<file path="src/source/mmio_csr_pkg.sv">
// Types, register offsets, feature type code and feature identifiers for the MMIO CSR manager
`default_nettype none

package mmio_csr_pkg;

    // ============================================================
    // Widths that carry a meaning
    // ============================================================

    // Host MMIO addresses count dwords, so the low two byte bits are never sent
    typedef logic [15:0] mmio_addr_t;

    // Dword offset from the manager's base, wide enough for four windows
    typedef logic [7:0]  csr_offset_t;

    // Host request tag, returned unchanged with the read data
    typedef logic [8:0]  mmio_tid_t;

    // One 64-bit register word
    typedef logic [63:0] csr_data_t;

    // ============================================================
    // Host and user-logic traffic
    // ============================================================

    // One host MMIO strobe; rd and wr are never high together
    // A 32-bit write carries its dword in data[31:0]
    typedef struct packed {
        logic       rd;
        logic       wr;
        logic       len32;
        mmio_addr_t addr;
        mmio_tid_t  tid;
        csr_data_t  data;
    } mmio_rx_t;

    // Read response, used both by user logic and on the host output
    typedef struct packed {
        logic      valid;
        mmio_tid_t tid;
        csr_data_t data;
    } mmio_rsp_t;

    // A queued in-window read, already made relative to the manager's base
    typedef struct packed {
        csr_offset_t offset;
        mmio_tid_t   tid;
    } csr_rd_req_t;

    // Controls handed to one shim
    typedef struct packed {
        logic [7:0] mode;
        csr_data_t  table_base;
        logic       table_base_valid;
    } feature_ctrl_t;

    // ============================================================
    // Register map of one feature window
    // ============================================================

    // Each feature owns 16 dwords, i.e. 64 bytes of MMIO space
    localparam int FEATURE_WINDOW_DW = 16;

    localparam csr_offset_t REG_DFH        = 8'd0;
    localparam csr_offset_t REG_ID_L       = 8'd2;
    localparam csr_offset_t REG_ID_H       = 8'd4;
    localparam csr_offset_t REG_MODE       = 8'd8;
    localparam csr_offset_t REG_TABLE_BASE = 8'd10;

    // Feature type reported in DFH bits 63:60 (building block)
    localparam logic [3:0] FTYPE_BBB = 4'd2;

    // Identifiers of the features, indexed by feature number
    localparam int MAX_FEATURES = 4;
    localparam logic [127:0] FEATURE_UID [MAX_FEATURES] = '{
        128'h3f1d7a62_8c04_4e19_b2a5_90d6c17e4b28,
        128'h71e0c9b4_2a5f_4d83_9e16_c84b0f2d5a73,
        128'hb58a43d1_e7c2_4f60_8d39_1a6f72c0e945,
        128'h0c9e61f7_54b3_42da_a1c8_e3075d9b26f4
    };

endpackage

`default_nettype wire
</file>
<file path="src/source/mmio_csr_manager.sv">
// Top level of the MMIO CSR manager: request queue, feature register blocks and read mux
`timescale 1ns/1ps
`default_nettype none

module mmio_csr_manager
    import mmio_csr_pkg::*;
#(
    // Window base as a dword address
    parameter int BASE_ADDR   = 0,
    // Byte address of the next feature outside the manager, 0 ends the list
    parameter int NEXT_ADDR   = 0,
    parameter int N_FEATURES  = 1,
    parameter logic [N_FEATURES-1:0] FEATURE_ENABLE = '1,
    parameter int QUEUE_DEPTH = 16
)
(
    input  wire logic      clk,
    input  wire logic      reset,
    input  wire mmio_rx_t  host_rx,
    input  wire mmio_rsp_t afu_rsp,
    output mmio_rsp_t      host_rsp,
    output feature_ctrl_t  feature_ctrl [N_FEATURES]
);

    csr_rd_req_t           rd_head;
    logic                  head_valid;
    logic                  pop;
    logic [N_FEATURES-1:0] hit;
    csr_data_t             hit_data [N_FEATURES];

    // ============================================================
    // Read request queue
    // ============================================================

    mmio_req_queue #(
        .BASE_ADDR   (BASE_ADDR),
        .N_FEATURES  (N_FEATURES),
        .QUEUE_DEPTH (QUEUE_DEPTH)
    ) u_req_queue (
        .clk        (clk),
        .reset      (reset),
        .host_rx    (host_rx),
        .pop        (pop),
        .rd_head    (rd_head),
        .head_valid (head_valid)
    );

    // ============================================================
    // Feature register blocks, one window each
    // ============================================================

    // Every block sees raw host writes and the queue head; only the last closes the list
    for (genvar i = 0; i < N_FEATURES; i++)
    begin : g_feature
        feature_csr_block #(
            .BASE_ADDR     (BASE_ADDR),
            .FEATURE_INDEX (i),
            .PRESENT       (FEATURE_ENABLE[i]),
            .IS_LAST       (i == N_FEATURES - 1),
            .NEXT_ADDR     (NEXT_ADDR)
        ) u_feature (
            .clk      (clk),
            .reset    (reset),
            .host_rx  (host_rx),
            .rd_head  (rd_head),
            .ctrl     (feature_ctrl[i]),
            .hit      (hit[i]),
            .hit_data (hit_data[i])
        );
    end

    // Response path, shared with user logic
    csr_read_mux #(
        .N_FEATURES (N_FEATURES)
    ) u_read_mux (
        .clk        (clk),
        .reset      (reset),
        .head_valid (head_valid),
        .rd_head    (rd_head),
        .hit        (hit),
        .hit_data   (hit_data),
        .afu_rsp    (afu_rsp),
        .pop        (pop),
        .host_rsp   (host_rsp)
    );

endmodule

`default_nettype wire

</file>
<file path="src/source/csr_read_mux.sv">
// Read-hit select, one-entry holding register and host response arbitration
`timescale 1ns/1ps
`default_nettype none

module csr_read_mux
    import mmio_csr_pkg::*;
#(
    parameter int N_FEATURES = 1
)
(
    input  wire logic                  clk,
    input  wire logic                  reset,
    input  wire logic                  head_valid,
    input  wire csr_rd_req_t           rd_head,
    input  wire logic [N_FEATURES-1:0] hit,
    input  wire csr_data_t             hit_data [N_FEATURES],
    input  wire mmio_rsp_t             afu_rsp,
    output logic                       pop,
    output mmio_rsp_t                  host_rsp
);

    csr_data_t sel_data;
    logic      hold_valid;
    mmio_tid_t hold_tid;
    csr_data_t hold_data;
    logic      drain;
    logic      rsp_valid;
    mmio_tid_t rsp_tid;
    csr_data_t rsp_data;

    // At most one feature claims an offset, so an OR over the masked words selects it
    // An in-window offset nobody claims reads as zero
    always_comb
    begin
        sel_data = '0;
        for (int i = 0; i < N_FEATURES; i++)
        begin
            if (hit[i])
            begin
                sel_data = sel_data | hit_data[i];
            end
        end
    end

    // ============================================================
    // Holding register
    // ============================================================

    // Head moves into the holding register only when it is empty
    assign pop   = head_valid && !hold_valid;
    // User-logic responses own the output, so the held entry waits for an idle cycle
    assign drain = hold_valid && !afu_rsp.valid;

    always_ff @(posedge clk)
    begin
        if (reset)
        begin
            hold_valid <= 1'b0;
        end
        else if (pop)
        begin
            hold_valid <= 1'b1;
        end
        else if (drain)
        begin
            hold_valid <= 1'b0;
        end
    end

    always_ff @(posedge clk)
    begin
        if (pop)
        begin
            hold_tid  <= rd_head.tid;
            hold_data <= sel_data;
        end
    end

    // ============================================================
    // Registered host output
    // ============================================================

    always_ff @(posedge clk)
    begin
        if (reset)
        begin
            rsp_valid <= 1'b0;
        end
        else
        begin
            rsp_valid <= afu_rsp.valid || hold_valid;
        end
    end

    // afu_rsp is passed through unchanged whenever it is valid
    always_ff @(posedge clk)
    begin
        rsp_tid  <= afu_rsp.valid ? afu_rsp.tid : hold_tid;
        rsp_data <= afu_rsp.valid ? afu_rsp.data : hold_data;
    end

    assign host_rsp.valid = rsp_valid;
    assign host_rsp.tid   = rsp_tid;
    assign host_rsp.data  = rsp_data;

endmodule

`default_nettype wire

</file>
<file path="src/source/feature_csr_block.sv">
// One feature's control registers: write decode, split-write assembly and read decode
`timescale 1ns/1ps
`default_nettype none

module feature_csr_block
    import mmio_csr_pkg::*;
#(
    parameter int BASE_ADDR     = 0,
    parameter int FEATURE_INDEX = 0,
    parameter bit PRESENT       = 1'b1,
    parameter bit IS_LAST       = 1'b0,
    parameter int NEXT_ADDR     = 0
)
(
    input  wire logic        clk,
    input  wire logic        reset,
    input  wire mmio_rx_t    host_rx,
    input  wire csr_rd_req_t rd_head,
    output feature_ctrl_t    ctrl,
    output logic             hit,
    output csr_data_t        hit_data
);

    // ============================================================
    // Placement of this feature
    // ============================================================

    // Window origin, as an absolute dword address and as an offset from the manager base
    localparam int OWN_DW  = BASE_ADDR + FEATURE_INDEX * FEATURE_WINDOW_DW;
    localparam int WIN_OFS = FEATURE_INDEX * FEATURE_WINDOW_DW;
    localparam int OWN_BYTE_BASE = OWN_DW * 4;
    localparam int WIN_BYTES     = FEATURE_WINDOW_DW * 4;

    // The last block either points outside the manager or terminates the list
    localparam bit DFH_EOL  = IS_LAST && (NEXT_ADDR == 0);
    localparam int DFH_NEXT = (IS_LAST && (NEXT_ADDR != 0)) ? NEXT_ADDR - OWN_BYTE_BASE
                                                            : WIN_BYTES;
    localparam csr_data_t DFH_WORD = {FTYPE_BBB, 19'b0, DFH_EOL, 24'(DFH_NEXT), 16'b0};

    // Absent features still answer, but with an all-zero identifier
    localparam logic [127:0] UID = PRESENT ? FEATURE_UID[FEATURE_INDEX] : 128'b0;

    localparam mmio_addr_t MODE_ADDR  = mmio_addr_t'(OWN_DW + REG_MODE);
    localparam mmio_addr_t TBASE_ADDR = mmio_addr_t'(OWN_DW + REG_TABLE_BASE);

    // ============================================================
    // Host writes
    // ============================================================

    mmio_addr_t  wr_addr_even;
    logic        wr_mode;
    logic        wr_tbase;
    logic [31:0] tbase_hi;
    logic        in_window;
    csr_offset_t local_ofs;

    // A 64-bit register may be hit on either of its dwords, so bit 0 is ignored
    assign wr_addr_even = {host_rx.addr[15:1], 1'b0};
    assign wr_mode      = host_rx.wr && (wr_addr_even == MODE_ADDR);
    assign wr_tbase     = host_rx.wr && (wr_addr_even == TBASE_ADDR);

    always_ff @(posedge clk)
    begin
        if (reset)
        begin
            ctrl.mode             <= '0;
            ctrl.table_base_valid <= 1'b0;
        end
        else
        begin
            // Mode lives in the low dword, so a 32-bit write to the odd dword is ignored
            if (wr_mode && !(host_rx.len32 && host_rx.addr[0]))
            begin
                ctrl.mode <= host_rx.data[7:0];
            end
            if (wr_tbase)
            begin
                if (!host_rx.len32)
                begin
                    ctrl.table_base       <= host_rx.data;
                    ctrl.table_base_valid <= 1'b1;
                end
                else if (host_rx.addr[0])
                begin
                    // High half arrives first; the base is stale until the low half lands
                    ctrl.table_base_valid <= 1'b0;
                end
                else
                begin
                    ctrl.table_base       <= {tbase_hi, host_rx.data[31:0]};
                    ctrl.table_base_valid <= 1'b1;
                end
            end
        end
    end

    // Saved high half of a split table base write
    always_ff @(posedge clk)
    begin
        if (wr_tbase && host_rx.len32 && host_rx.addr[0])
        begin
            tbase_hi <= host_rx.data[31:0];
        end
    end

    // ============================================================
    // Read decode of the queue head
    // ============================================================

    assign in_window = (int'(rd_head.offset) >= WIN_OFS) &&
                       (int'(rd_head.offset) < WIN_OFS + FEATURE_WINDOW_DW);
    assign local_ofs = rd_head.offset - csr_offset_t'(WIN_OFS);

    always_comb
    begin
        hit      = 1'b0;
        hit_data = '0;
        if (in_window)
        begin
            hit = 1'b1;
            case (local_ofs)
                REG_DFH:        hit_data = DFH_WORD;
                REG_ID_L:       hit_data = UID[63:0];
                REG_ID_H:       hit_data = UID[127:64];
                REG_MODE:       hit_data = csr_data_t'(ctrl.mode);
                REG_TABLE_BASE: hit_data = ctrl.table_base;
                // Unmapped offsets are left to the mux, which answers with zero
                default:        hit = 1'b0;
            endcase
        end
    end

endmodule

`default_nettype wire

</file>
<file path="src/source/mmio_req_queue.sv">
// Host request register, window filter and circular queue of pending CSR reads
`timescale 1ns/1ps
`default_nettype none

module mmio_req_queue
    import mmio_csr_pkg::*;
#(
    parameter int BASE_ADDR   = 0,
    parameter int N_FEATURES  = 1,
    parameter int QUEUE_DEPTH = 16
)
(
    input  wire logic        clk,
    input  wire logic        reset,
    input  wire mmio_rx_t    host_rx,
    input  wire logic        pop,
    output csr_rd_req_t      rd_head,
    output logic             head_valid
);

    localparam int PTR_W  = (QUEUE_DEPTH > 1) ? $clog2(QUEUE_DEPTH) : 1;
    localparam int CNT_W  = $clog2(QUEUE_DEPTH + 1);
    // Total dword span covered by all feature windows
    localparam int WIN_DW = N_FEATURES * FEATURE_WINDOW_DW;

    // Advance a ring pointer, wrapping at the queue depth
    function automatic logic [PTR_W-1:0] next_ptr(input logic [PTR_W-1:0] p);
        logic [PTR_W-1:0] n;
        n = (int'(p) == QUEUE_DEPTH - 1) ? '0 : p + 1'b1;
        return n;
    endfunction

    mmio_rx_t         rx_q;
    logic             in_window;
    logic             enq;
    csr_rd_req_t      enq_req;
    csr_rd_req_t      mem [QUEUE_DEPTH];
    logic [PTR_W-1:0] wr_ptr;
    logic [PTR_W-1:0] rd_ptr;
    logic [CNT_W-1:0] count;

    // Incoming strobes are registered once for timing; only the strobe bits need reset
    always_ff @(posedge clk)
    begin
        if (reset)
        begin
            rx_q.rd <= 1'b0;
            rx_q.wr <= 1'b0;
        end
        else
        begin
            rx_q <= host_rx;
        end
    end

    // Reads outside the window belong to user logic and are not queued
    assign in_window = (int'(rx_q.addr) >= BASE_ADDR) &&
                       (int'(rx_q.addr) < BASE_ADDR + WIN_DW);
    assign enq       = rx_q.rd && in_window;

    // Only the base-relative offset is kept, which is all the feature decode needs
    assign enq_req.offset = csr_offset_t'(rx_q.addr - mmio_addr_t'(BASE_ADDR));
    assign enq_req.tid    = rx_q.tid;

    // Storage ring; the host never has more than QUEUE_DEPTH reads outstanding
    always_ff @(posedge clk)
    begin
        if (enq)
        begin
            mem[wr_ptr] <= enq_req;
        end
    end

    always_ff @(posedge clk)
    begin
        if (reset)
        begin
            wr_ptr <= '0;
            rd_ptr <= '0;
            count  <= '0;
        end
        else
        begin
            if (enq)
            begin
                wr_ptr <= next_ptr(wr_ptr);
            end
            if (pop)
            begin
                rd_ptr <= next_ptr(rd_ptr);
            end
            // Simultaneous push and pop leave the fill level unchanged
            case ({enq, pop})
                2'b10:   count <= count + 1'b1;
                2'b01:   count <= count - 1'b1;
                default: count <= count;
            endcase
        end
    end

    // Head is visible the cycle after it was written
    assign rd_head    = mem[rd_ptr];
    assign head_valid = (count != '0);

endmodule

`default_nettype wire

</file>
<file path="config.mk">
export PLATFORM = sky130hd
export DESIGN_NAME = mmio_csr_manager
export DESIGN_NICKNAME = d
export VERILOG_FILES = /design/src/source/mmio_csr_pkg.sv /design/src/source/mmio_csr_manager.sv /design/src/source/csr_read_mux.sv /design/src/source/feature_csr_block.sv /design/src/source/mmio_req_queue.sv
export SDC_FILE = /design/constraint.sdc
export NUM_CORES = 1
export LEC_CHECK = 0
export ABC_AREA = 0
export BUFFER_PORTS_ARGS = -buffer_cell sky130_fd_sc_hd__buf_2
export CAP_MARGIN = 20
export CORE_UTILIZATION = 57
export CTS_BUF_LIST = sky130_fd_sc_hd__clkbuf_4 sky130_fd_sc_hd__clkbuf_8 sky130_fd_sc_hd__clkbuf_16
export CTS_CLUSTER_SIZE = 10
export DETAILED_ROUTE_END_ITERATION = 12
export PLACE_DENSITY_LB_ADDON = 0.3
export SYNTH_ARGS = -nofsm -noshare
export SYNTH_HDL_FRONTEND = slang
export SYNTH_HIERARCHICAL = 1
export SYNTH_SLANG_ARGS = --single-unit
</file>
<file path="constraint.sdc">
create_clock -name clk -period 7.6 [get_ports clk]
set_input_delay 0.38 -clock clk [delete_from_list [all_inputs] [get_ports clk]]
set_output_delay 0.38 -clock clk [all_outputs]
set_load 0.02 [all_outputs]
</file>
* Word-level counts from Yosys, hierarchy flattened
Memory sizes are Yosys's and may differ from the RTL's. A register that Yosys moved wholly into a read port is not among the register bits.
Index checks and enable logic that the tools add are counted.
** Storage, ports and cells
- Bits in registers :: 292
- RAM bits :: 272
- Logic and storage cells :: 72
- Memories kept :: 1
** Operators by class
- $add $sub $neg :: 4
- Magnitude comparators :: 2
- Equal/unequal tests :: 11
- Muxes and demuxes :: 17
- Bitwise operators :: 1
- Reduce and logical (&&, ||, !) cells :: 20
** Memory list
- u_req_queue.mem :: depth 16, bits a word 17, rd ports 1, clocked after memory_dff 1, write ports 1, RTL line mmio_req_queue.sv:37 : csr_rd_req_t mem [QUEUE_DEPTH];
** Operators by type and width (count)
- $pmux 64 s5 :: 1
- $mux 64 :: 2
- $mux 65 :: 1
- $eq 15x3->1 const B :: 2
- $eq 8x4->1 const B :: 2
- $lt 16x5->1 const B :: 1
- $mux 4 :: 4
- $pmux 5 s2 :: 1
- $logic_and 1x1->1 :: 9
- $mux 9 :: 1
- $add 4x1->4 const B :: 2
- $eq 4x1->1 const B :: 2
- $eq 8x2->1 const B :: 1
- $eq 8x3->1 const B :: 1
- $logic_not 8->1 :: 1
- $lt 8x5->1 const B :: 1
- $mux 1 :: 7
- $add 5x1->5 const B :: 1
- $reduce_bool 5->1 :: 1
- $reduce_or 5->1 :: 1
- $sub 5x1->5 const B :: 1
- $reduce_bool 2->1 :: 2
- $logic_not 1->1 :: 3
- $reduce_and 3->1 :: 1
- 6 further kinds :: 6

* Depth between registers and ports, before layout
Gate-level depths: netlist (run 1).
- Word-level depth :: 5
- Mapped depth :: 13
- Gate-level depth less buffers :: 10

* Modules after synthesis
Netlist (run 1), hierarchy kept.
** By module, submodules not included
- mmio_req_queue :: times used 1, cells each 566, area an instance 11989.0 um^2, sequential area each 9278.9 um^2
- csr_read_mux :: times used 1, cells each 305, area an instance 5231.3 um^2, sequential area each 3693.5 um^2
- feature_csr_block :: times used 1, cells each 293, area an instance 4428.0 um^2, sequential area each 3062.9 um^2

* Worst setup path before layout (run 1)
OpenSTA, ideal clock, no wires.
- Kind :: reg-to-reg
- Start point :: register u_req_queue.count[1]
- End point :: register u_req_queue.count[4]
- Library setup time :: 0.121 ns
- Data arrival time :: 6.033 ns
- Path slack :: 1.447 ns
- Stages on the path, launching flop included :: 12
- Path buffers :: 1
- Cell sequence :: dfxtp_1 > clkbuf_1 > nor3_1 > nand2_1 > nor2b_1 > ha_1 > xor2_1 > ha_1 > nor2b_1 > a31oi_1 > o32ai_1 > mux2_2
** On the way
- Cells in the longest elaborated chain, start to end :: 4
- Elaborated cells between the ends (all ways) :: 8
** RTL lines
- from (decl) :: RTL line mmio_req_queue.sv:40 : logic [CNT_W-1:0] count;
- from (signal assigned) :: RTL line mmio_req_queue.sv:94 : 2'b10: count <= count + 1'b1;
- from (signal assigned) :: RTL line mmio_req_queue.sv:95 : 2'b01: count <= count - 1'b1;
- from (signal assigned) :: RTL line mmio_req_queue.sv:96 : default: count <= count;
- $reduce_bool 5->1 * :: RTL line mmio_req_queue.sv:103 : assign head_valid = (count != '0);
- via head_valid :: RTL line mmio_csr_manager.sv:26 : logic head_valid;
- $logic_and 1x1->1 * :: RTL line csr_read_mux.sv:50 : assign pop = head_valid && !hold_valid;
- via pop :: RTL line mmio_csr_manager.sv:27 : logic pop;
- $eq 2x1->1 or $eq 2x2->1 (tied branches) :: RTL line mmio_req_queue.sv:93 : case ({enq, pop})
- $pmux 5 s2 or $reduce_bool 2->1 (tied branches)
Mark *: on every way through the listed nets, which the timed path passes. The rest lies on a longest branch.
A chain may end at the register's enable or synchronous reset.

==> results of run 1 <==
==> worst max-delay path: cells and delay by family (launching register included) <==
family                 cells  cell delay (ns)
muxes                      1             0.59
and+or+nand+nor            5             1.74
AOI/OAI and AO/OA          2             0.38
buffers and inverters      1             0.63
DFF                        1             0.86
==> cells in the mapped netlist, types with 3 or more instances <==
cell / number / share of area, %
buf_2: 20 / 0.46
clkbuf_1: 23 / 0.40
edfxtp_1: 466 / 65
dfxtp_1: 102 / 9.4
mux4_1: 9 / 1.1
nor2b_1: 10 / 0.29
xor2_1: 3 / 0.12
inv_1: 7 / 0.12
nor4b_1: 4 / 0.16
a21oi_1: 24 / 0.55
nor4_1: 4 / 0.12
and2_1: 85 / 2.5
nor3_1: 8 / 0.18
buf_6: 13 / 0.68
or3_1: 5 / 0.14
a21o_1: 43 / 1.5
nand2_1: 33 / 0.57
nand3_1: 12 / 0.28
and3_1: 9 / 0.26
mux4_2: 59 / 6.1
a22oi_1: 36 / 1.2
nor2_1: 24 / 0.42
mux2_4: 48 / 3.3
mux2i_1: 8 / 0.37
ha_1: 8 / 0.46
mux2_2: 60 / 3.1
o21ai_0: 14 / 0.32
==> metrics by stage <==
stage | worst slack [ns] | instance area, um2 | hold slack [ns] | total power [mW] | util, %
finish | 3.18 | 26200 | 0.0180 | 8.34 | 69.9
global route | 2.90 | 26200 | 0.00534 | 8.64 | 69.9
CTS | 3.13 | 26100 | 0.000734 | 8.38 | 69.7
detailed placement | 3.21 | 23700 | 0.459 | 5.39 | 63.2
global placement | 3.30 | 23700 | 0.456 | 5.36 | 63.1
floorplan | 1.45 | 21600 | 0.449 | 5.00 | -
==> cells in the final DEF (no fill, tap or decap), drive strengths merged, types with 9 or more instances in the layout <==
master         n
a21o          43
a21oi         24
a22oi         36
and2          85
and3           9
buf          338
clkbuf       106
dfxtp        102
dlygate4sd3   37
edfxtp       466
mux2         108
mux4          68
nand2         33
nand3         12
nor2          24
nor2b         10
nor3          10
o21ai         14
==> where the power goes <==
part	leakage, nW	switching (mW)	internal (mW)
registers	5.13	0.278	3.80
clock network	1.04	1.15	1.83
logic	3.83	0.658	0.622
total	10.0	2.08	6.25
==> layout make-up <==
type | count | area, um2
flip-flops and latches | 568 | 16000
repair buffers | 375 | 2180
fillers | 2387 | 11300
inverters | 7 | 26.3
diodes | 7 | 17.5
well taps | 511 | 639
multi-input cells | 526 | 5240
clock buffers | 106 | 2040
clock inverters | 4 | 23.8
==> state kept, by name, summed over array words and instances, names as in the netlist, named ones only <==
name / count
u_req_queue/mem: 272
g_feature.u_feature/ctrl: 73
u_read_mux/hold_data: 64
u_read_mux/rsp_data: 64
g_feature.u_feature/tbase_hi: 32
u_req_queue/rx_q: 17
u_read_mux/hold_tid: 9
u_read_mux/rsp_tid: 9
u_req_queue/enq_req: 9
u_req_queue/count: 5
u_req_queue/rd_ptr: 4
u_req_queue/wr_ptr: 4
u_read_mux/hold_valid: 1
u_read_mux/rsp_valid: 1
==> path summary, 6_finish.rpt <==
path,startpoint,end,slack (ns),depth (start not counted)
worst max register to register,flop,u_read_mux/hold_data[20],3.18,9
worst min register to register,u_read_mux/hold_data[49],u_read_mux/rsp_data[49],0.47,1
worst max-delay path,flop,u_read_mux/hold_data[20],3.18,9
worst min-delay path,host_rx[69],u_req_queue/enq_req[5],0.02,1
==> layer usage <==
metal  part of all wire (%)  vias up  track usage, %
met4                    2.9        4            11.1
met1                     39     6097            35.1
met3                    8.1      108            5.48
met2                     49      647            41.2
li1                       -     5312               -
met5                  0.051        -               0
==> kinds of logic (layout without fill, tap and decap cells) <==
group,count (synthesis),after routing,synth area share [%]
buffers and inverters,70,492,1.99
xor gates and xnor gates,5,5,0.202
and+or+nand+nor,204,204,5.29
muxes,184,184,14.1
adders and majority gates,8,8,0.462
other,0,7,0
AOI/OAI and AO/OA,125,125,3.92
DFF,568,568,74.1
==> timing repair <==
item / 4_1_cts / 5_1_grt
gates resized for setup: 0 / 0
hold buffers: 37 / 0
endpoints found under the hold margin: 55 / 0
==> metrics.md, run 1 <==
| Metric | Value |
|---|---|
| TritonCTS Buffers | 67 |
| Peak VDD IR | 0.000220 V |
| Die height | 197 um |
| Max clock buf depth | 3 |
| Core area | 37,500 um2 |
| Seq/Total Area, Yosys | 74.1% |
| DR pass1 iterations | 5 |
| Status | finished clean |
| Startpoint types | flop |
| Post-route ant nets | 0 |
| Post-route DRC | 0 |
| Clock skew | 0.0266 ns |
| RSZ-0062 raised after global routing | no |
| Full die area | 38,800 um2 |
| Main synth FF type | edfxtp_1 |
| Mapped Avg Cell Area | 18.6 um2 |
| Final setup vio count | 0 |
| CTS root buf | clkbuf_16 |
| First-pass GRT wire length | ~73 mm |
| Core Rows | 71 |
| Fin crit period | roughly 4.4 ns |
| IO Pins | 315 |
| Static Leakage | 10.0 nW |
| Placed insts | 1,946 |
| Nets | 1,721 |
| Setup CP Type | flop to flop |
| Synth-to-layout area growth | 21.1% |
| Fmax | 0.226 GHz |
| Power Density | 318 nW/um2 |
| Post-Route WL | 50.7 mm |
| Die width | about 200 um |
| Clock transition at the registers of the reported paths | 0.06 ns |
| CP cell instances | buf_4, mux4_2, a22oi_1, nand2_1, nor2_1, nand2_1, nor4b_4, a21o_1, and2_1 |
| Syn Std Cell Area | about 22,000 um2 |
| Crit end category | flop |
| CP peak stage delay | ~1.1 ns |
| Setup Buffers After CTS | 0 |
| TNS Setup | 0 ns |
| First DRT Iteration DRCs | 1,082 |
| Synth Warn # | 6 |
| Routed len/inst | 24.1 um |
| Layout cells sized above 1 | between 30% and 40% |
| Slew margin rel. | 21.8% |
| IO buf count | about 310 |
| Max Fanout on Critical Path | 38 |
| Placer Congestion | 0.841 |
| Starting Density | 57.7% |
| Worst-Margin Slew | between 1 and 1.5 ns |
| Vias per inst | ~5.8 |
| Clk Latency, worst-skew pair | between 0.5 and 0.6 ns |
| Slowest cell on crit path | nor4b_4 |
| Final Hold Vio Count | 0 |
| Vias | 12,168 |
| Hold crit path type | primary input to flop |
| H-Tree Depth | 3 |
| Cells after synthesis | 1,164 |
| CTS tree | yes |
| Initial antenna violation count | 9 |
| Worst Path Required | 8.03 ns |
| Clock net sink count | 568 |
| Most used cell, CP | nand2_1 |
| Syn nets | 1,340 |
| Slew Viols, Final | 0 |
| All-Layer GR Usage | between 20% and 30% |
| Vias in the first global route | 11,983 |
| Synth Register Bits | 568 |
| Netlist cell types | 46 |
| Non-filler cells, final | 2,104 |
| Ys async rst share | 0% |
| Largest net degree at the start of global routing | 72 |
| Max-cap violations | 0 |
| GRT overflow | 0 |
| Fin crit share | a little under 60% |
| WP data arrival | about 4.9 ns |
| Detailed placer's ending HPWL | 30.3 mm |
| Number of flops mapped to enable cells by yosys | around 470 |
No activity file was read; power rests on OpenSTA's default activity.
==> run 2: changes to the inputs <==
CORE_UTILIZATION = 51   (was 57)
clock period = 4 ns   (was 7.6 ns; I/O delays follow)
==> metrics.md, run 2 (synthesized netlist as in run 1, its figures left out) <==
| Metric | Value |
|---|---|
| Largest regs | u_req_queue/mem: 272 flops, g_feature.u_feature/ctrl: 73 flops (unchanged) |
| IO buf count | 314 (unchanged) |
| Initial antenna violation count | 5 (was 9) |
| Max reg flops | 272 (unchanged) |
| Clock net sink count | 568 (unchanged) |
| Clock transition at the registers of the reported paths | 0.06 ns (about the same) |
| RSZ-0062 raised after global routing | no (unchanged) |
| Hold Path Origin | reset (was host_rx[69]) |
| Final setup vio count | 0 (unchanged) |
| Capturing point of the worst reg2reg path | u_read_mux/hold_data[14] (was u_read_mux/hold_data[20]) |
| Sequential power share | 47.3% (was 48.9%) |
| Slew Viols, Final | 0 (unchanged) |
| First DRT Iteration DRCs | 973 (was 1,082) |
| IO Pins | 315 (unchanged) |
| Core occupancy in the finished layout | 65.9% (was 69.9%) |
| Fin crit period | 3.23 ns (was 4.42 ns) |
| Power Density | 581 nW/um2 (was 318 nW/um2) |
| Most frequent cells in the layout | 466 x edfxtp_1, 313 x buf_2, 163 x dlygate4sd3_1 (was 466 x edfxtp_1, 313 x buf_2, 100 x dfxtp_1) |
| Final WS setup | 0.770 ns (was 3.18 ns) |
| Clock skew | 0.0220 ns (was 0.0266 ns) |
| Starting Density | 51.6% (was 57.7%) |
| Finished Cell Area | 27,700 um2 (was 26,200 um2) |
| Synth-to-layout area growth | 27.7% (was 21.1%) |
| Worst Path Required | 4.32 ns (was 8.03 ns) |
| Startpoint types | flop (unchanged) |
| Post-Route WL | 53.0 mm (was 50.7 mm) |
| All-Layer GR Usage | 24.7% (was 26.0%) |
| Routed len/inst | 23.3 um (was 24.1 um) |
| Largest net degree at the start of global routing | 65 (was 72) |
| CTS tree | yes (unchanged) |
| Logic pwr share | 17.2% (was 15.3%) |
| Vias | 12,602 (was 12,168) |
| WP data arrival | 3.55 ns (was 4.85 ns) |
| Slew margin rel. | 34.2% (was 21.8%) |
| Post-route DRC | 0 (unchanged) |
| H-Tree Depth | 3 (unchanged) |
| GRT overflow | 0 (unchanged) |
| Hold crit path type | primary input to flop (unchanged) |
| Fmax | 0.310 GHz (was 0.226 GHz) |
| TNS Setup | 0 ns (unchanged) |
| CTS root buf | clkbuf_16 (unchanged) |
| Max Fanout on Critical Path | 53 (was 38) |
| Setup Buffers After CTS | 0 (unchanged) |
| DR pass1 iterations | 5 (unchanged) |
| Clock power frac | 35.5% (was 35.7%) |
| Full die area | 43,300 um2 (was 38,800 um2) |
| Vias in the first global route | 13,071 (was 11,983) |
| Hold path depth | 2 (was 1) |
| Core Rows | 75 (was 71) |
| Placed inst area | 24,000 um2 (was 23,700 um2) |
| Clk Latency, worst-skew pair | 0.57 ns (about the same) |
| Vias per inst | 5.54 (was 5.78) |
| WHS | 0.104 ns (was 0.0180 ns) |
| Int Pwr | 12.0 mW (was 6.25 mW) |
| Fin crit share | 80.8% (was 58.1%) |
| Sw Pwr | 4.04 mW (was 2.08 mW) |
| First-pass GRT wire length | 79.0 mm (was 72.9 mm) |
| Endpoint, Worst Hold | u_req_queue/wr_ptr[1] (was u_req_queue/enq_req[5]) |
| Reg2Reg Depth | 10 (was 9) |
| Core area | 41,900 um2 (was 37,500 um2) |
| Crit end category | flop (unchanged) |
| Detailed placer's ending HPWL | 30.8 mm (was 30.3 mm) |
| Place WS | 0.792 ns (was 3.21 ns) |
| Placer Congestion | 0.855 (was 0.841) |
| Status | finished clean (unchanged) |
| Worst-Margin Slew | 0.981 ns (was 1.17 ns) |
| Final Hold Vio Count | 0 (unchanged) |
| Static Leakage | 10.6 nW (was 10.0 nW) |
| Die width | 208 um (was 197 um) |
| Nets | 1,869 (was 1,721) |
| Peak VDD IR | 0.000303 V (was 0.000220 V) |
| Switching part of the total power | 25.1% (was 25.0%) |
| Worst R2R Setup Slack | 0.77 ns (was 3.18 ns) |
| Layout cells sized above 1 | 37.6% (was 39.8%) |
| Commonest non-fill, non-tap cell in the layout | edfxtp_1 (unchanged) |
| Die height | 208 um (was 197 um) |
| TritonCTS Buffers | 67 (unchanged) |
| Max clock buf depth | 3 (unchanged) |
| Post-route ant nets | 0 (unchanged) |
| Setup CP Type | flop to flop (unchanged) |
| Biggest register | u_req_queue/mem (unchanged) |
| Max-cap violations | 0 (unchanged) |
==> run 2: cell types whose count changed in the layout (fill, tap and decap cells not counted), moves of 2 or more <==
cell and delta:
clkbuf_4 +2, buf_12 +5, nor2b_1 +2, dlygate4sd3_1 +126
clkbuf_16 -2, diode_2 -5, buf_8 -5, nor2b_2 -2
buf_4 +23
==> run 2: how the worst max path moves through the flow <==
| stage | cells after the start | slack, ns | end |
|---|---|---|---|
| final | 10 | 0.77 | u_read_mux/hold_data[14] |
| after CTS | 9 | 0.79 | u_read_mux/hold_data[44] |
| after global routing | 10 | 0.59 | u_read_mux/hold_data[14] |
| after floorplan | 11 | 0.39 | u_req_queue/count[4] |
| after global placement | 8 | 0.84 | u_read_mux/hold_data[37] |
| after detailed placement | 9 | 0.79 | u_read_mux/hold_data[44] |
==> run 2: per-layer routing <==
metal  up-vias  track usage [%]  part of all wire, %
met2       551             39.5                   48
met4         2             11.0                  3.7
met3       131             5.12                  6.9
li1       5598                -                    -
met5         -                0                0.021
met1      6320             32.8                   41
==> run 2: area by class of cell <==
class,instances,area (um2)
flip-flops and latches,568,16000
repair buffers,523,3610
inverters,7,26.3
well taps,539,674
diodes,2,5.00
clock inverters,5,56.3
fillers,2716,14300
clock buffers,106,2000
multi-input cells,526,5230
==> run 2: what timing repair did <==
action / CTS / global route
endpoints found under the hold margin: 203 / 0
resized for setup: 0 / 0
hold buffers: 163 / 0
==> run 2: through the flow <==
step / power, mW / std cells
after floorplan: 9.47 / 1164
after global placement: 10.3 / 2000
after detailed placement: 10.3 / 2000
after CTS: 16.1 / 2274
after global routing: 16.7 / 2276
final: 16.1 / 2276
==> run 2: power by group through the flow <==
stage | registers, mW | clock network (mW) | logic (mW)
floorplan | 7.77 | 0 | 1.70
global placement | 7.70 | 0 | 2.57
detailed placement | 7.71 | 0 | 2.61
CTS | 7.59 | 5.79 | 2.76
global route | 7.67 | 6.04 | 2.96
finish | 7.60 | 5.71 | 2.76
==> run 2: worst max-delay path: stages (launching register included) <==
cell and delay, ns:
dfxtp_4 0.65, buf_12 0.25, mux4_2 0.51, a22oi_1 0.22, nand2_1 0.25, buf_4 0.28, nand2_1 0.14, nor3_4 0.06
buf_12 0.21, a21o_1 0.21, and2_1 0.16
==> run 3: changes to the inputs <==
CORE_UTILIZATION = 57   (was 51)
clock period = 3 ns   (was 4 ns; I/O delays follow)
==> metrics.md, run 3 (synthesized netlist as in run 1, its figures left out) <==
| Metric | Value |
|---|---|
| IO Pins | 315 (unchanged) |
| Layout cells sized above 1 | 39.7% (was 37.6%) |
| Place WS | 0.0583 ns (was 0.792 ns) |
| Starting Density | 57.7% (was 51.6%) |
| Final setup vio count | 0 (unchanged) |
| Vias per inst | 5.77 (was 5.54) |
| Worst R2R Setup Slack | 0.03 ns (was 0.77 ns) |
| Commonest non-fill, non-tap cell in the layout | edfxtp_1 (unchanged) |
| TritonCTS Buffers | 67 (unchanged) |
| Startpoint types | flop (unchanged) |
| All-Layer GR Usage | 28.4% (was 24.7%) |
| Hold crit path type | primary input to flop (unchanged) |
| Reg2Reg Depth | 13 (was 10) |
| Largest regs | u_req_queue/mem: 272 flops, g_feature.u_feature/ctrl: 73 flops (unchanged) |
| Post-route DRC | 0 (unchanged) |
| Clk Latency, worst-skew pair | 0.57 ns (about the same) |
| Max Fanout on Critical Path | 6 (was 53) |
| Most frequent cells in the layout | 466 x edfxtp_1, 314 x buf_2, 163 x dlygate4sd3_1 (was 466 x edfxtp_1, 313 x buf_2, 163 x dlygate4sd3_1) |
| Final WS setup | 0.0315 ns (was 0.770 ns) |
| H-Tree Depth | 3 (unchanged) |
| Worst-Margin Slew | 0.763 ns (was 0.981 ns) |
| CTS root buf | clkbuf_16 (unchanged) |
| GRT overflow | 0 (unchanged) |
| Biggest register | u_req_queue/mem (unchanged) |
| Capturing point of the worst reg2reg path | u_read_mux/hold_data[21] (was u_read_mux/hold_data[14]) |
| RSZ-0062 raised after global routing | yes (was no) |
| Nets | 1,904 (was 1,869) |
| Static Leakage | 10.9 nW (was 10.6 nW) |
| Fin crit period | 2.97 ns (was 3.23 ns) |
| Setup CP Type | flop to flop (unchanged) |
| Vias | 13,198 (was 12,602) |
| Core Rows | 71 (was 75) |
| IO buf count | 314 (unchanged) |
| Synth-to-layout area growth | 30.0% (was 27.7%) |
| Inserted Diodes | 0 (was 2) |
| Max clock buf depth | 3 (unchanged) |
| First DRT Iteration DRCs | 1,278 (was 973) |
| Fmax | 0.337 GHz (was 0.310 GHz) |
| Clock transition at the registers of the reported paths | 0.06 ns (about the same) |
| WP data arrival | 3.41 ns (was 3.55 ns) |
| Post-Route WL | 56.6 mm (was 53.0 mm) |
| Core area | 37,500 um2 (was 41,900 um2) |
| Peak VDD IR | 0.000676 V (was 0.000303 V) |
| Vias in the first global route | 13,443 (was 13,071) |
| Final Hold Vio Count | 0 (unchanged) |
| TNS Setup | 0 ns (unchanged) |
| Max-cap violations | 0 (unchanged) |
| Routed len/inst | 24.8 um (was 23.3 um) |
| Detailed placer's ending HPWL | 31.8 mm (was 30.8 mm) |
| Placed inst area | 24,100 um2 (was 24,000 um2) |
| Status | finished clean (unchanged) |
| Crit path capture | u_read_mux/hold_data[21] (was u_read_mux/hold_data[14]) |
| Die height | 197 um (was 208 um) |
| CTS tree | yes (unchanged) |
| Finished Cell Area | 28,100 um2 (was 27,700 um2) |
| Slew Viols, Final | 0 (unchanged) |
| First-pass GRT wire length | 80.5 mm (was 79.0 mm) |
| Clock net sink count | 568 (unchanged) |
| Crit end category | flop (unchanged) |
| Full die area | 38,800 um2 (was 43,300 um2) |
| Power Density | 778 nW/um2 (was 581 nW/um2) |
| Post-route ant nets | 0 (unchanged) |
| DR pass1 iterations | 7 (was 5) |
| Total power | 21.9 mW (was 16.1 mW) |
| Slew margin rel. | 49.1% (was 34.2%) |
| Placer Congestion | 0.832 (was 0.855) |
| Largest net degree at the start of global routing | 65 (unchanged) |
| Clock skew | 0.0167 ns (was 0.0220 ns) |
| Worst Path Required | 3.44 ns (was 4.32 ns) |
| Max reg flops | 272 (unchanged) |
| Die width | 197 um (was 208 um) |
| Fin crit share | 99.0% (was 80.8%) |
| Initial antenna violation count | 0 (was 5) |
run 3: layout make-up:
type	instances	area, um2
inverters	7	26.3
well taps	511	639
flip-flops and latches	568	16000
clock buffers	115	2120
multi-input cells	526	5300
repair buffers	558	4000
clock inverters	3	17.5
fillers	2120	9340
run 3: worst max-delay path, stage by stage, from the launching register on:
cell      delay, ns
dfxtp_4        0.44
buf_12         0.15
buf_4          0.14
mux4_2         0.51
a22oi_2        0.21
nand2_2        0.09
nor2_1         0.15
nand2_2        0.14
buf_8          0.18
nor4b_4        0.28
buf_4          0.15
clkbuf_4       0.19
a21o_1         0.10
and2_1         0.12
run 3: repair_timing:
action / in CTS / in global routing
endpoints found under the setup margin: 6 / 57
setup buffers: 0 / 13
cloned: 0 / 6
pin swaps: 0 / 7
gates resized for setup: 3 / 13
hold buffers: 163 / 0
hold endpoints to repair: 204 / 0
run 3: report_power, final:
part	switching (mW)	internal, mW
clock network	2.98	4.80
logic	2.12	1.93
registers	0.449	9.62
total	5.55	16.3
run 3: how the worst min path moves through the flow:
stage / end / start / cells after the start
after floorplan: u_req_queue/rx_q[91] / reset / 1
after global placement: u_req_queue/enq_req[5] / host_rx[69] / 1
after detailed placement: u_req_queue/enq_req[4] / host_rx[68] / 1
after CTS: u_req_queue/count[0] / reset / 2
after global routing: u_req_queue/count[0] / reset / 2
final: u_req_queue/count[0] / reset / 2
run 3: metrics by stage:
stage / cells / utilization, % / hold slack, ns
5_1_grt: 2288 / 75.1 / 0.0478
3_5_place_dp: 1988 / 64.2 / 0.329
6_report: 2288 / 75.1 / 0.0442
3_3_place_gp: 1988 / 64.2 / 0.326
2_1_floorplan: 1164 / - / 0.222
4_1_cts: 2269 / 74.3 / 0.0120
run 3: layer usage:
| metal | up-vias | share of wire (%) | global-route usage, % |
|---|---|---|---|
| met5 | - | 0 | 0 |
| met4 | 0 | 3.5 | 11.8 |
| met3 | 140 | 8.7 | 5.60 |
| met2 | 737 | 50 | 47.3 |
| met1 | 6660 | 37 | 36.8 |
| li1 | 5661 | - | - |
